$ cat src/hdl/hba_pkg.sv
/*
 * HBA serial bridge shared definitions
 * Bus widths, serial timing, protocol characters and the bus
 * request and response structs used by every block
 */
package hba_pkg;

    // Bus address split into peripheral and register fields
    localparam int PERIPH_ADDR_WIDTH = 4;
    localparam int REG_ADDR_WIDTH    = 8;
    localparam int ADDR_WIDTH        = PERIPH_ADDR_WIDTH + REG_ADDR_WIDTH;
    localparam int DBUS_WIDTH        = 8;

    // Serial timing, one byte is 10 bit periods
    localparam int CLKS_PER_BIT  = 8;   // Must be 4 or more
    localparam int BIT_CNT_WIDTH = $clog2(CLKS_PER_BIT);

    // Interconnect answers unclaimed transfers after this many cycles
    localparam int HBA_TIMEOUT   = 16;
    localparam int TIMEOUT_WIDTH = $clog2(HBA_TIMEOUT + 1);

    // Protocol characters
    localparam logic [DBUS_WIDTH-1:0] ACK_CHAR      = 8'hAC;
    localparam logic [DBUS_WIDTH-1:0] UNMAPPED_DATA = 8'hFF;

    // Peripheral map
    localparam logic [PERIPH_ADDR_WIDTH-1:0] INTR_PERIPH = 4'd0;
    localparam logic [PERIPH_ADDR_WIDTH-1:0] BANK_PERIPH = 4'd1;

    localparam int BANK_REGS      = 8;
    localparam int BANK_IDX_WIDTH = $clog2(BANK_REGS);

    // Master to slave request, address zero while select is low
    typedef struct packed {
        logic                  select;
        logic                  rnw;     // 1 = read
        logic [ADDR_WIDTH-1:0] abus;
        logic [DBUS_WIDTH-1:0] dbus;    // Write data
    } hba_req_t;

    // Slave to master response, all zero when not acknowledging
    typedef struct packed {
        logic                  xferack;
        logic [DBUS_WIDTH-1:0] dbus;    // Read data
    } hba_rsp_t;

endpackage

$ cat src/hdl/hba_bus.sv
/*
 * HBA bus interconnect
 * Decodes the peripheral field into slave selects, merges slave
 * responses and answers unclaimed transfers after a timeout
 */
module hba_bus import hba_pkg::*; (
    input  logic     hba_clk,
    input  logic     hba_reset,
    input  hba_req_t master_req,
    output hba_rsp_t master_rsp,
    output logic     intr_select,
    output logic     bank_select,
    input  hba_rsp_t intr_rsp,
    input  hba_rsp_t bank_rsp
);

    logic [PERIPH_ADDR_WIDTH-1:0] periph;
    logic [TIMEOUT_WIDTH-1:0]     wait_cnt;   // Cycles since select rose
    logic                         claimed;    // A slave acked this transfer
    logic                         to_ack;

    assign periph      = master_req.abus[ADDR_WIDTH-1 -: PERIPH_ADDR_WIDTH];
    assign intr_select = master_req.select && (periph == INTR_PERIPH);
    assign bank_select = master_req.select && (periph == BANK_PERIPH);

    // Idle responses are zero so a plain OR merges them
    assign master_rsp.xferack = intr_rsp.xferack | bank_rsp.xferack | to_ack;
    assign master_rsp.dbus    = intr_rsp.dbus | bank_rsp.dbus |
                                (to_ack ? UNMAPPED_DATA : '0);

    always_ff @(posedge hba_clk) begin
        if (hba_reset || !master_req.select) begin
            wait_cnt <= '0;
            claimed  <= 1'b0;
            to_ack   <= 1'b0;
        end else begin
            if (wait_cnt != '1)
                wait_cnt <= wait_cnt + 1'b1;  // Saturates
            claimed <= claimed | intr_rsp.xferack | bank_rsp.xferack;
            to_ack  <= !claimed && !to_ack &&
                       (wait_cnt == TIMEOUT_WIDTH'(HBA_TIMEOUT - 1));
        end
    end

endmodule

$ cat src/hdl/hba_intr_regs.sv
/*
 * Interrupt register block, peripheral 0
 * Sticky capture of 16 interrupt lines into two clear-on-read
 * byte registers, with a registered interrupt pin
 */
module hba_intr_regs import hba_pkg::*; (
    input  logic        hba_clk,
    input  logic        hba_reset,
    input  hba_req_t    bus_req,
    input  logic        select,
    output hba_rsp_t    bus_rsp,
    input  logic [15:0] slave_interrupt,
    output logic        io_intr
);

    logic [1:0][7:0] intr_q;     // [0] lines 7:0, [1] lines 15:8
    logic            access;     // First cycle of a transfer
    logic            reg_hit;    // Register address 0 or 1
    logic            idx;

    assign access  = select && !bus_rsp.xferack;
    assign reg_hit = (bus_req.abus[REG_ADDR_WIDTH-1:1] == '0);
    assign idx     = bus_req.abus[0];

    always_ff @(posedge hba_clk) begin
        if (hba_reset) begin
            intr_q  <= '0;
            bus_rsp <= '0;
            io_intr <= 1'b0;
        end else begin
            bus_rsp.xferack <= access;  // Every address is claimed
            bus_rsp.dbus    <= '0;
            if (access && reg_hit && bus_req.rnw)
                bus_rsp.dbus <= intr_q[idx];
            for (int r = 0; r < 2; r++) begin
                // Clear on read, OR on write, new pulse wins over clear
                if (access && reg_hit && idx == r[0])
                    intr_q[r] <= (bus_req.rnw ? 8'h00 : intr_q[r] | bus_req.dbus)
                                 | slave_interrupt[r*8 +: 8];
                else
                    intr_q[r] <= intr_q[r] | slave_interrupt[r*8 +: 8];
            end
            io_intr <= |intr_q;
        end
    end

endmodule

$ cat src/hdl/hba_reg_bank.sv
/*
 * Read/write register bank, peripheral 1
 * Eight byte registers, higher addresses left to the bus timeout
 */
module hba_reg_bank import hba_pkg::*; (
    input  logic     hba_clk,
    input  logic     hba_reset,
    input  hba_req_t bus_req,
    input  logic     select,
    output hba_rsp_t bus_rsp
);

    logic [BANK_REGS-1:0][DBUS_WIDTH-1:0] bank_q;
    logic                                 hit;
    logic [BANK_IDX_WIDTH-1:0]            idx;

    assign idx = bus_req.abus[BANK_IDX_WIDTH-1:0];

    // Claim only the first cycle of a transfer to a real register
    assign hit = select && !bus_rsp.xferack &&
                 (bus_req.abus[REG_ADDR_WIDTH-1:0] < REG_ADDR_WIDTH'(BANK_REGS));

    always_ff @(posedge hba_clk) begin
        if (hba_reset) begin
            bank_q  <= '0;
            bus_rsp <= '0;
        end else begin
            bus_rsp.xferack <= hit;  // One cycle after select rises
            bus_rsp.dbus    <= (hit && bus_req.rnw) ? bank_q[idx] : '0;
            if (hit && !bus_req.rnw)
                bank_q[idx] <= bus_req.dbus;  // Visible in ack cycle
        end
    end

endmodule

$ cat src/hdl/hba_serial_bridge.sv
/*
 * Serial command sequencer and HBA bus master
 * Reads command and register address bytes, runs one bus transfer
 * per data byte, echoes reads and acknowledges writes
 */
module hba_serial_bridge import hba_pkg::*; (
    input  logic       hba_clk,
    input  logic       hba_reset,
    input  logic       rx_valid,
    input  logic [7:0] rx_data,
    output logic       rx_take,
    output logic       tx_start,
    output logic [7:0] tx_data,
    input  logic       tx_ready,
    output hba_req_t   bus_req,
    input  hba_rsp_t   bus_rsp
);

    typedef enum logic [3:0] {
        S_CMD,
        S_ADDR,
        S_ECHO_CMD,
        S_ECHO_ADDR,
        S_GET_DATA,
        S_BUS,
        S_SEND_DATA,
        S_STEP,
        S_ACK
    } state_t;

    state_t                    state;
    logic [7:0]                cmd_q;       // rnw, count-1, peripheral
    logic [REG_ADDR_WIDTH-1:0] reg_addr_q;
    logic [DBUS_WIDTH-1:0]     data_q;      // Write data or read result
    logic [2:0]                count_q;     // Transfers left after this one
    logic                      is_read;

    assign is_read = cmd_q[7];

    // Byte handshakes complete in the cycle they are offered
    assign rx_take  = rx_valid &&
                      (state == S_CMD || state == S_ADDR || state == S_GET_DATA);
    assign tx_start = tx_ready &&
                      (state == S_ECHO_CMD || state == S_ECHO_ADDR ||
                       state == S_SEND_DATA || state == S_ACK);

    always_comb begin
        case (state)
            S_ECHO_CMD:  tx_data = cmd_q;
            S_ECHO_ADDR: tx_data = reg_addr_q;
            S_ACK:       tx_data = ACK_CHAR;
            default:     tx_data = data_q;
        endcase
    end

    // Request held stable for the whole S_BUS state, zero otherwise
    always_comb begin
        bus_req        = '0;
        bus_req.select = (state == S_BUS);
        if (bus_req.select) begin
            bus_req.rnw  = is_read;
            bus_req.abus = {cmd_q[3:0], reg_addr_q};
            bus_req.dbus = is_read ? '0 : data_q;
        end
    end

    always_ff @(posedge hba_clk) begin
        if (hba_reset) begin
            state   <= S_CMD;
            count_q <= '0;
        end else begin
            case (state)
                S_CMD: begin
                    if (rx_valid) begin
                        cmd_q <= rx_data;
                        state <= S_ADDR;
                    end
                end
                S_ADDR: begin
                    if (rx_valid) begin
                        reg_addr_q <= rx_data;
                        count_q    <= cmd_q[6:4];
                        state      <= is_read ? S_ECHO_CMD : S_GET_DATA;
                    end
                end
                S_ECHO_CMD: begin
                    if (tx_ready)
                        state <= S_ECHO_ADDR;
                end
                S_ECHO_ADDR: begin
                    if (tx_ready)
                        state <= S_BUS;
                end
                S_GET_DATA: begin
                    if (rx_valid) begin
                        data_q <= rx_data;
                        state  <= S_BUS;
                    end
                end
                S_BUS: begin
                    // Select drops the cycle after the acknowledge
                    if (bus_rsp.xferack) begin
                        data_q <= bus_rsp.dbus;
                        state  <= is_read ? S_SEND_DATA : S_STEP;
                    end
                end
                S_SEND_DATA: begin
                    if (tx_ready)
                        state <= S_STEP;
                end
                S_STEP: begin
                    if (count_q == '0) begin
                        state <= is_read ? S_CMD : S_ACK;
                    end else begin
                        count_q    <= count_q - 1'b1;
                        reg_addr_q <= reg_addr_q + 1'b1;  // Wraps at 8 bits
                        state      <= is_read ? S_BUS : S_GET_DATA;
                    end
                end
                S_ACK: begin
                    if (tx_ready)
                        state <= S_CMD;
                end
                default: state <= S_CMD;
            endcase
        end
    end

endmodule

$ cat src/hdl/hba_uart.sv
/*
 * 8N1 UART
 * Receiver with one byte holding register and handshake to the
 * bridge, transmitter with a ready flag that drops for a whole byte
 */
module hba_uart import hba_pkg::*; (
    input  logic       hba_clk,
    input  logic       hba_reset,
    input  logic       io_rxd,
    output logic       io_txd,
    output logic       rx_valid,
    output logic [7:0] rx_data,
    input  logic       rx_take,
    input  logic       tx_start,
    input  logic [7:0] tx_data,
    output logic       tx_ready
);

    typedef enum logic [1:0] {RX_IDLE, RX_START, RX_DATA, RX_STOP} rx_state_t;

    rx_state_t                rx_state;
    logic                     rxd_meta, rxd_sync;
    logic [BIT_CNT_WIDTH-1:0] rx_cnt;
    logic [2:0]               rx_bits;
    logic [7:0]               rx_shift;

    logic                     tx_busy;
    logic [BIT_CNT_WIDTH-1:0] tx_cnt;
    logic [3:0]               tx_bits;
    logic [8:0]               tx_shift;  // Data bits then stop bit

    assign tx_ready = ~tx_busy;

    // Two flop synchronizer, line idles high
    always_ff @(posedge hba_clk) begin
        if (hba_reset) begin
            rxd_meta <= 1'b1;
            rxd_sync <= 1'b1;
        end else begin
            rxd_meta <= io_rxd;
            rxd_sync <= rxd_meta;
        end
    end

    always_ff @(posedge hba_clk) begin
        if (hba_reset) begin
            rx_state <= RX_IDLE;
            rx_cnt   <= '0;
            rx_bits  <= '0;
            rx_valid <= 1'b0;
        end else begin
            if (rx_take)
                rx_valid <= 1'b0;  // Bridge consumed the byte
            rx_cnt <= rx_cnt + 1'b1;
            case (rx_state)
                RX_IDLE: begin
                    rx_cnt <= '0;
                    if (!rxd_sync)
                        rx_state <= RX_START;  // Falling edge of start bit
                end
                RX_START: begin
                    // Recheck at mid start bit, filters glitches
                    if (rx_cnt == BIT_CNT_WIDTH'(CLKS_PER_BIT / 2 - 1)) begin
                        rx_cnt   <= '0;
                        rx_bits  <= '0;
                        rx_state <= rxd_sync ? RX_IDLE : RX_DATA;
                    end
                end
                RX_DATA: begin
                    if (rx_cnt == BIT_CNT_WIDTH'(CLKS_PER_BIT - 1)) begin
                        rx_cnt   <= '0;
                        rx_shift <= {rxd_sync, rx_shift[7:1]};  // LSB first
                        rx_bits  <= rx_bits + 1'b1;
                        if (rx_bits == 3'd7)
                            rx_state <= RX_STOP;
                    end
                end
                default: begin
                    if (rx_cnt == BIT_CNT_WIDTH'(CLKS_PER_BIT - 1)) begin
                        // Valid stop bit and free holding register, else drop
                        if (rxd_sync && !rx_valid) begin
                            rx_data  <= rx_shift;
                            rx_valid <= 1'b1;
                        end
                        rx_state <= RX_IDLE;
                    end
                end
            endcase
        end
    end

    always_ff @(posedge hba_clk) begin
        if (hba_reset) begin
            tx_busy <= 1'b0;
            tx_cnt  <= '0;
            tx_bits <= '0;
            io_txd  <= 1'b1;
        end else if (!tx_busy) begin
            if (tx_start) begin
                tx_busy  <= 1'b1;
                tx_shift <= {1'b1, tx_data};
                tx_cnt   <= '0;
                tx_bits  <= '0;
                io_txd   <= 1'b0;  // Start bit
            end
        end else if (tx_cnt == BIT_CNT_WIDTH'(CLKS_PER_BIT - 1)) begin
            tx_cnt <= '0;
            if (tx_bits == 4'd9) begin
                tx_busy <= 1'b0;  // End of stop bit
                io_txd  <= 1'b1;
            end else begin
                io_txd   <= tx_shift[0];
                tx_shift <= {1'b1, tx_shift[8:1]};
                tx_bits  <= tx_bits + 1'b1;
            end
        end else begin
            tx_cnt <= tx_cnt + 1'b1;
        end
    end

endmodule

$ cat src/hdl/serial_hba_top.sv
/*
 * Serial to HBA bridge top level
 * UART, bridge master, interconnect and two peripherals
 */
module serial_hba_top import hba_pkg::*; (
    input  logic        hba_clk,
    input  logic        hba_reset,
    input  logic        io_rxd,
    output logic        io_txd,
    input  logic [15:0] slave_interrupt,
    output logic        io_intr
);

    logic       rx_valid, rx_take;
    logic [7:0] rx_data;
    logic       tx_start, tx_ready;
    logic [7:0] tx_data;

    hba_req_t   bus_req;
    hba_rsp_t   bus_rsp, intr_rsp, bank_rsp;
    logic       intr_select, bank_select;

    hba_uart u_uart (
        .hba_clk, .hba_reset, .io_rxd, .io_txd,
        .rx_valid, .rx_data, .rx_take,
        .tx_start, .tx_data, .tx_ready
    );

    hba_serial_bridge u_bridge (
        .hba_clk, .hba_reset,
        .rx_valid, .rx_data, .rx_take,
        .tx_start, .tx_data, .tx_ready,
        .bus_req, .bus_rsp
    );

    hba_bus u_bus (
        .hba_clk, .hba_reset,
        .master_req (bus_req),
        .master_rsp (bus_rsp),
        .intr_select, .bank_select,
        .intr_rsp, .bank_rsp
    );

    hba_intr_regs u_intr (
        .hba_clk, .hba_reset, .bus_req,
        .select (intr_select),
        .bus_rsp (intr_rsp),
        .slave_interrupt, .io_intr
    );

    hba_reg_bank u_bank (
        .hba_clk, .hba_reset, .bus_req,
        .select (bank_select),
        .bus_rsp (bank_rsp)
    );

endmodule
$ cat config.mk
export PLATFORM = sky130hd
export DESIGN_NAME = serial_hba_top
export DESIGN_NICKNAME = d
export VERILOG_FILES = /design/src/hdl/hba_pkg.sv /design/src/hdl/hba_bus.sv /design/src/hdl/hba_intr_regs.sv /design/src/hdl/hba_reg_bank.sv /design/src/hdl/hba_serial_bridge.sv /design/src/hdl/hba_uart.sv /design/src/hdl/serial_hba_top.sv
export SDC_FILE = /design/constraint.sdc
export NUM_CORES = 1
export LEC_CHECK = 0
export BUFFER_PORTS_ARGS = -buffer_cell sky130_fd_sc_hd__buf_2
export CORE_ASPECT_RATIO = 1.5
export CORE_UTILIZATION = 35
export DETAILED_ROUTE_END_ITERATION = 16
export PLACE_DENSITY = 0.59
export SLEW_MARGIN = 10
export SYNTH_ARGS = -nofsm -noshare
export SYNTH_HDL_FRONTEND = slang
export SYNTH_SLANG_ARGS = --single-unit
$ cat constraint.sdc
create_clock -name hba_clk -period 6.95 [get_ports hba_clk]
set_clock_uncertainty 0.15 [all_clocks]
set_input_delay 0.3475 -clock hba_clk [delete_from_list [all_inputs] [get_ports hba_clk]]
set_output_delay 0.3475 -clock hba_clk [all_outputs]
set_load 0.03 [all_outputs]
==> flow_summary.ini <==
[power]
power.density_mw_per_mm2 = 234
ir_worst_vdd_mv = 0.134
leakage_nw = 3.47

[logic_synthesis]
synth_area_leaders = dfxtp_1 (33%), edfxtp_1 (18%), mux2i_1 (9.0%)
async_reset_ff_share_pct = 0
synthDistinctLibCells = 63
syn-num-nets = 826
synth-seq-cells = 181
yosysSeqAreaShare_pct = 51.4
yosysTopAreaCell = dfxtp_1
synth_top_area_share_pct = 33.4
synth-warning-count = 0
postSynthAreaPerCell_um2 = 10.2
syn_area_mm2 = 0.00798
netlist_instances = 786
synth-edff-count = 48
synth_ff_type = dfxtp_1

[placement]
dp_hpwl_mm = 13.9
portBuffers = 20
place_congestion = 0.834

[global_routing]
grt_pass1_wl_mm = 31.6
grt_pass1_vias = 5728
grt_max_degree = 80
overflow = 0
antenna_found_initial = 0
grt_util_all_layers_pct = 17.6

[cells_and_area]
area_growth_syn_to_layout_pct = 12.6
drive_above_1_share_pct = 10.2
layout.nets = 838
final_cell_mix = dfxtp_1 (133), nor2_1 (104), mux2i_1 (72)
final_common_cell = dfxtp_1
antennaDiodeCount = 0

[run_status]
status = finished, final reports clean

[timing]
fmax_ghz = 0.306
hold_ws_ps = 152
period_share_pct = 47.0
tightest_slew_ps = 918
setup_viol = 0
hold_violations = 0
drv_slew = 0
maxSlewHeadroom_pct = 38.7
rsz0062_at_grt = no
layout_min_cycle_time_ps = 3270
fin_tns_setup_ps = 0

[detailed_routing]
wirelength_mm = 20.0
dr.pass1.iters = 5
wl_per_cell_um = 18.4
vias = 5833
vias_per_cell = 5.37
drc = 0
drtAntennaViolNets = 0
drt_iter0_markers = 332

[worst_setup_path]
arrival_ps = 3400
critPathMaxFanout = 21
crit_type = register to register
cp.required_ps = 7080
critPathLaunchType = register
end_kind = register
cpMostUsedCell = nor2_1
crit_chain = nand4bb_1, nor2_1, and4_1, mux2i_1, nor2_1
slowest_delay_ps = 700
cp_slowest_cell = nor2_1
r2r_cells = 5

[die]
num_rows = 67
initial_utilization_pct = 35.6
io_pins = 21
dieHeight_um = 187
core_area_mm2 = 0.0224
fp.dieW_um = 125
die-area_mm2 = 0.0234

[cts]
htree_levels = 4
cts_tree = built
cts-root-buf = clkbuf_16
cts_num_sinks = 181
cts-buffers-inserted = 17
path_clk_slew_ps = 70
cts_resized = 0
clock_path_buffers = 2
clock_latency_ps = 430

[flow_run]
max_cap_viol_count = 0

[hold_path]
hold_class = input port to register
hold_path_depth = 2
==> final timing paths <==
check | start | end | slack [ps]
setup reg to reg | u_bridge.state[2] | u_bank.bank_q[26] | 3680
hold / removal | hba_reset | u_bridge.state[3] | 150
setup / recovery | u_bridge.state[2] | u_bank.bank_q[26] | 3680
hold reg to reg | u_uart.rx_shift[0] | u_uart.rx_data[0] | 280
==> routing by layer <==
metal	part of all wire, %	routed length [um]	global-route usage (%)
met2	53	10600	32.3
met5	0	0	0
met1	39	7860	19.2
met4	4.6	914	10.5
met3	3.1	618	2.43
==> registers in the layout, indices dropped and copies added (netlist names), 5 cells and up <==
| register | cells |
|---|---|
| u_bus.wait_cnt | 5 |
| u_uart.tx_shift | 8 |
| u_bank.bus_rsp | 9 |
| u_bridge.data_q | 8 |
| u_bank.bank_q | 64 |
| u_bridge.reg_addr_q | 8 |
| u_intr.bus_rsp | 9 |
| u_uart.rx_data | 8 |
| u_intr.intr_q | 16 |
| u_bridge.cmd_q | 8 |
| u_uart.rx_shift | 8 |
==> layout make-up <==
type	instances	area (um^2)
Timing Repair Buffer	44	323
Fill cell	2137	13400
Clock inverter	14	134
Clock buffer	18	429
Sequential cell	181	4100
Tap cell	276	345
Inverter	15	56.3
Multi-Input combinational cell	539	3600
==> cells in the mapped netlist (all sizes together), types with 5 or more instances <==
cell / instances
a21oi: 58
a221oi: 9
and2: 7
and3: 14
buf: 18
clkbuf: 33
dfxtp: 133
edfxtp: 48
ha: 21
inv: 15
mux2i: 72
mux4: 8
nand2: 69
nand2b: 6
nand3: 14
nor2: 104
nor2b: 7
nor3: 16
nor3b: 5
nor4: 8
o21ai: 26
o2bb2ai: 17
or3: 6
xnor2: 5
==> worst max-delay path, delay by kind of cell, from the launching register on <==
kind | cells | cell delay (ps)
flops | 1 | 670
mux | 1 | 250
simple gates | 4 | 2050
==> stage by stage <==
step                util, %  setup WS, ps  std cells  instance area [um^2]  power [mW]
floorplan                 -          4550        786                  7980        1.17
global placement       36.9          3800       1038                  8250        1.19
detailed placement     36.9          3720       1038                  8250        1.19
CTS                    40.2          3700       1087                  8990        2.13
global route           40.2          3330       1087                  8990        2.18
finish                 40.2          3680       1087                  8990        2.10
==> timing repair <==
| item | CTS | global route |
|---|---|---|
| setup endpoints to repair | 0 | 0 |
| hold buffers | 17 | 0 |
| buffers inserted | 0 | 0 |
| hold endpoints to repair | 17 | 0 |
==> power breakdown <==
group,switching [mW],internal (mW)
Sequential,0.0121,1.09
Clock,0.406,0.526
Combinational,0.0409,0.0308
==> logic make-up after synthesis <==
family | after synthesis | share of synthesized area, %
xor+xnor | 9 | 0.988
compound gates | 143 | 11.4
simple gates | 284 | 17.7
mux | 82 | 11.6
flops | 181 | 51.4
buf+inv | 66 | 3.58
fa+ha+maj | 21 | 3.29
No activity file was read; power rests on OpenSTA's default activity.
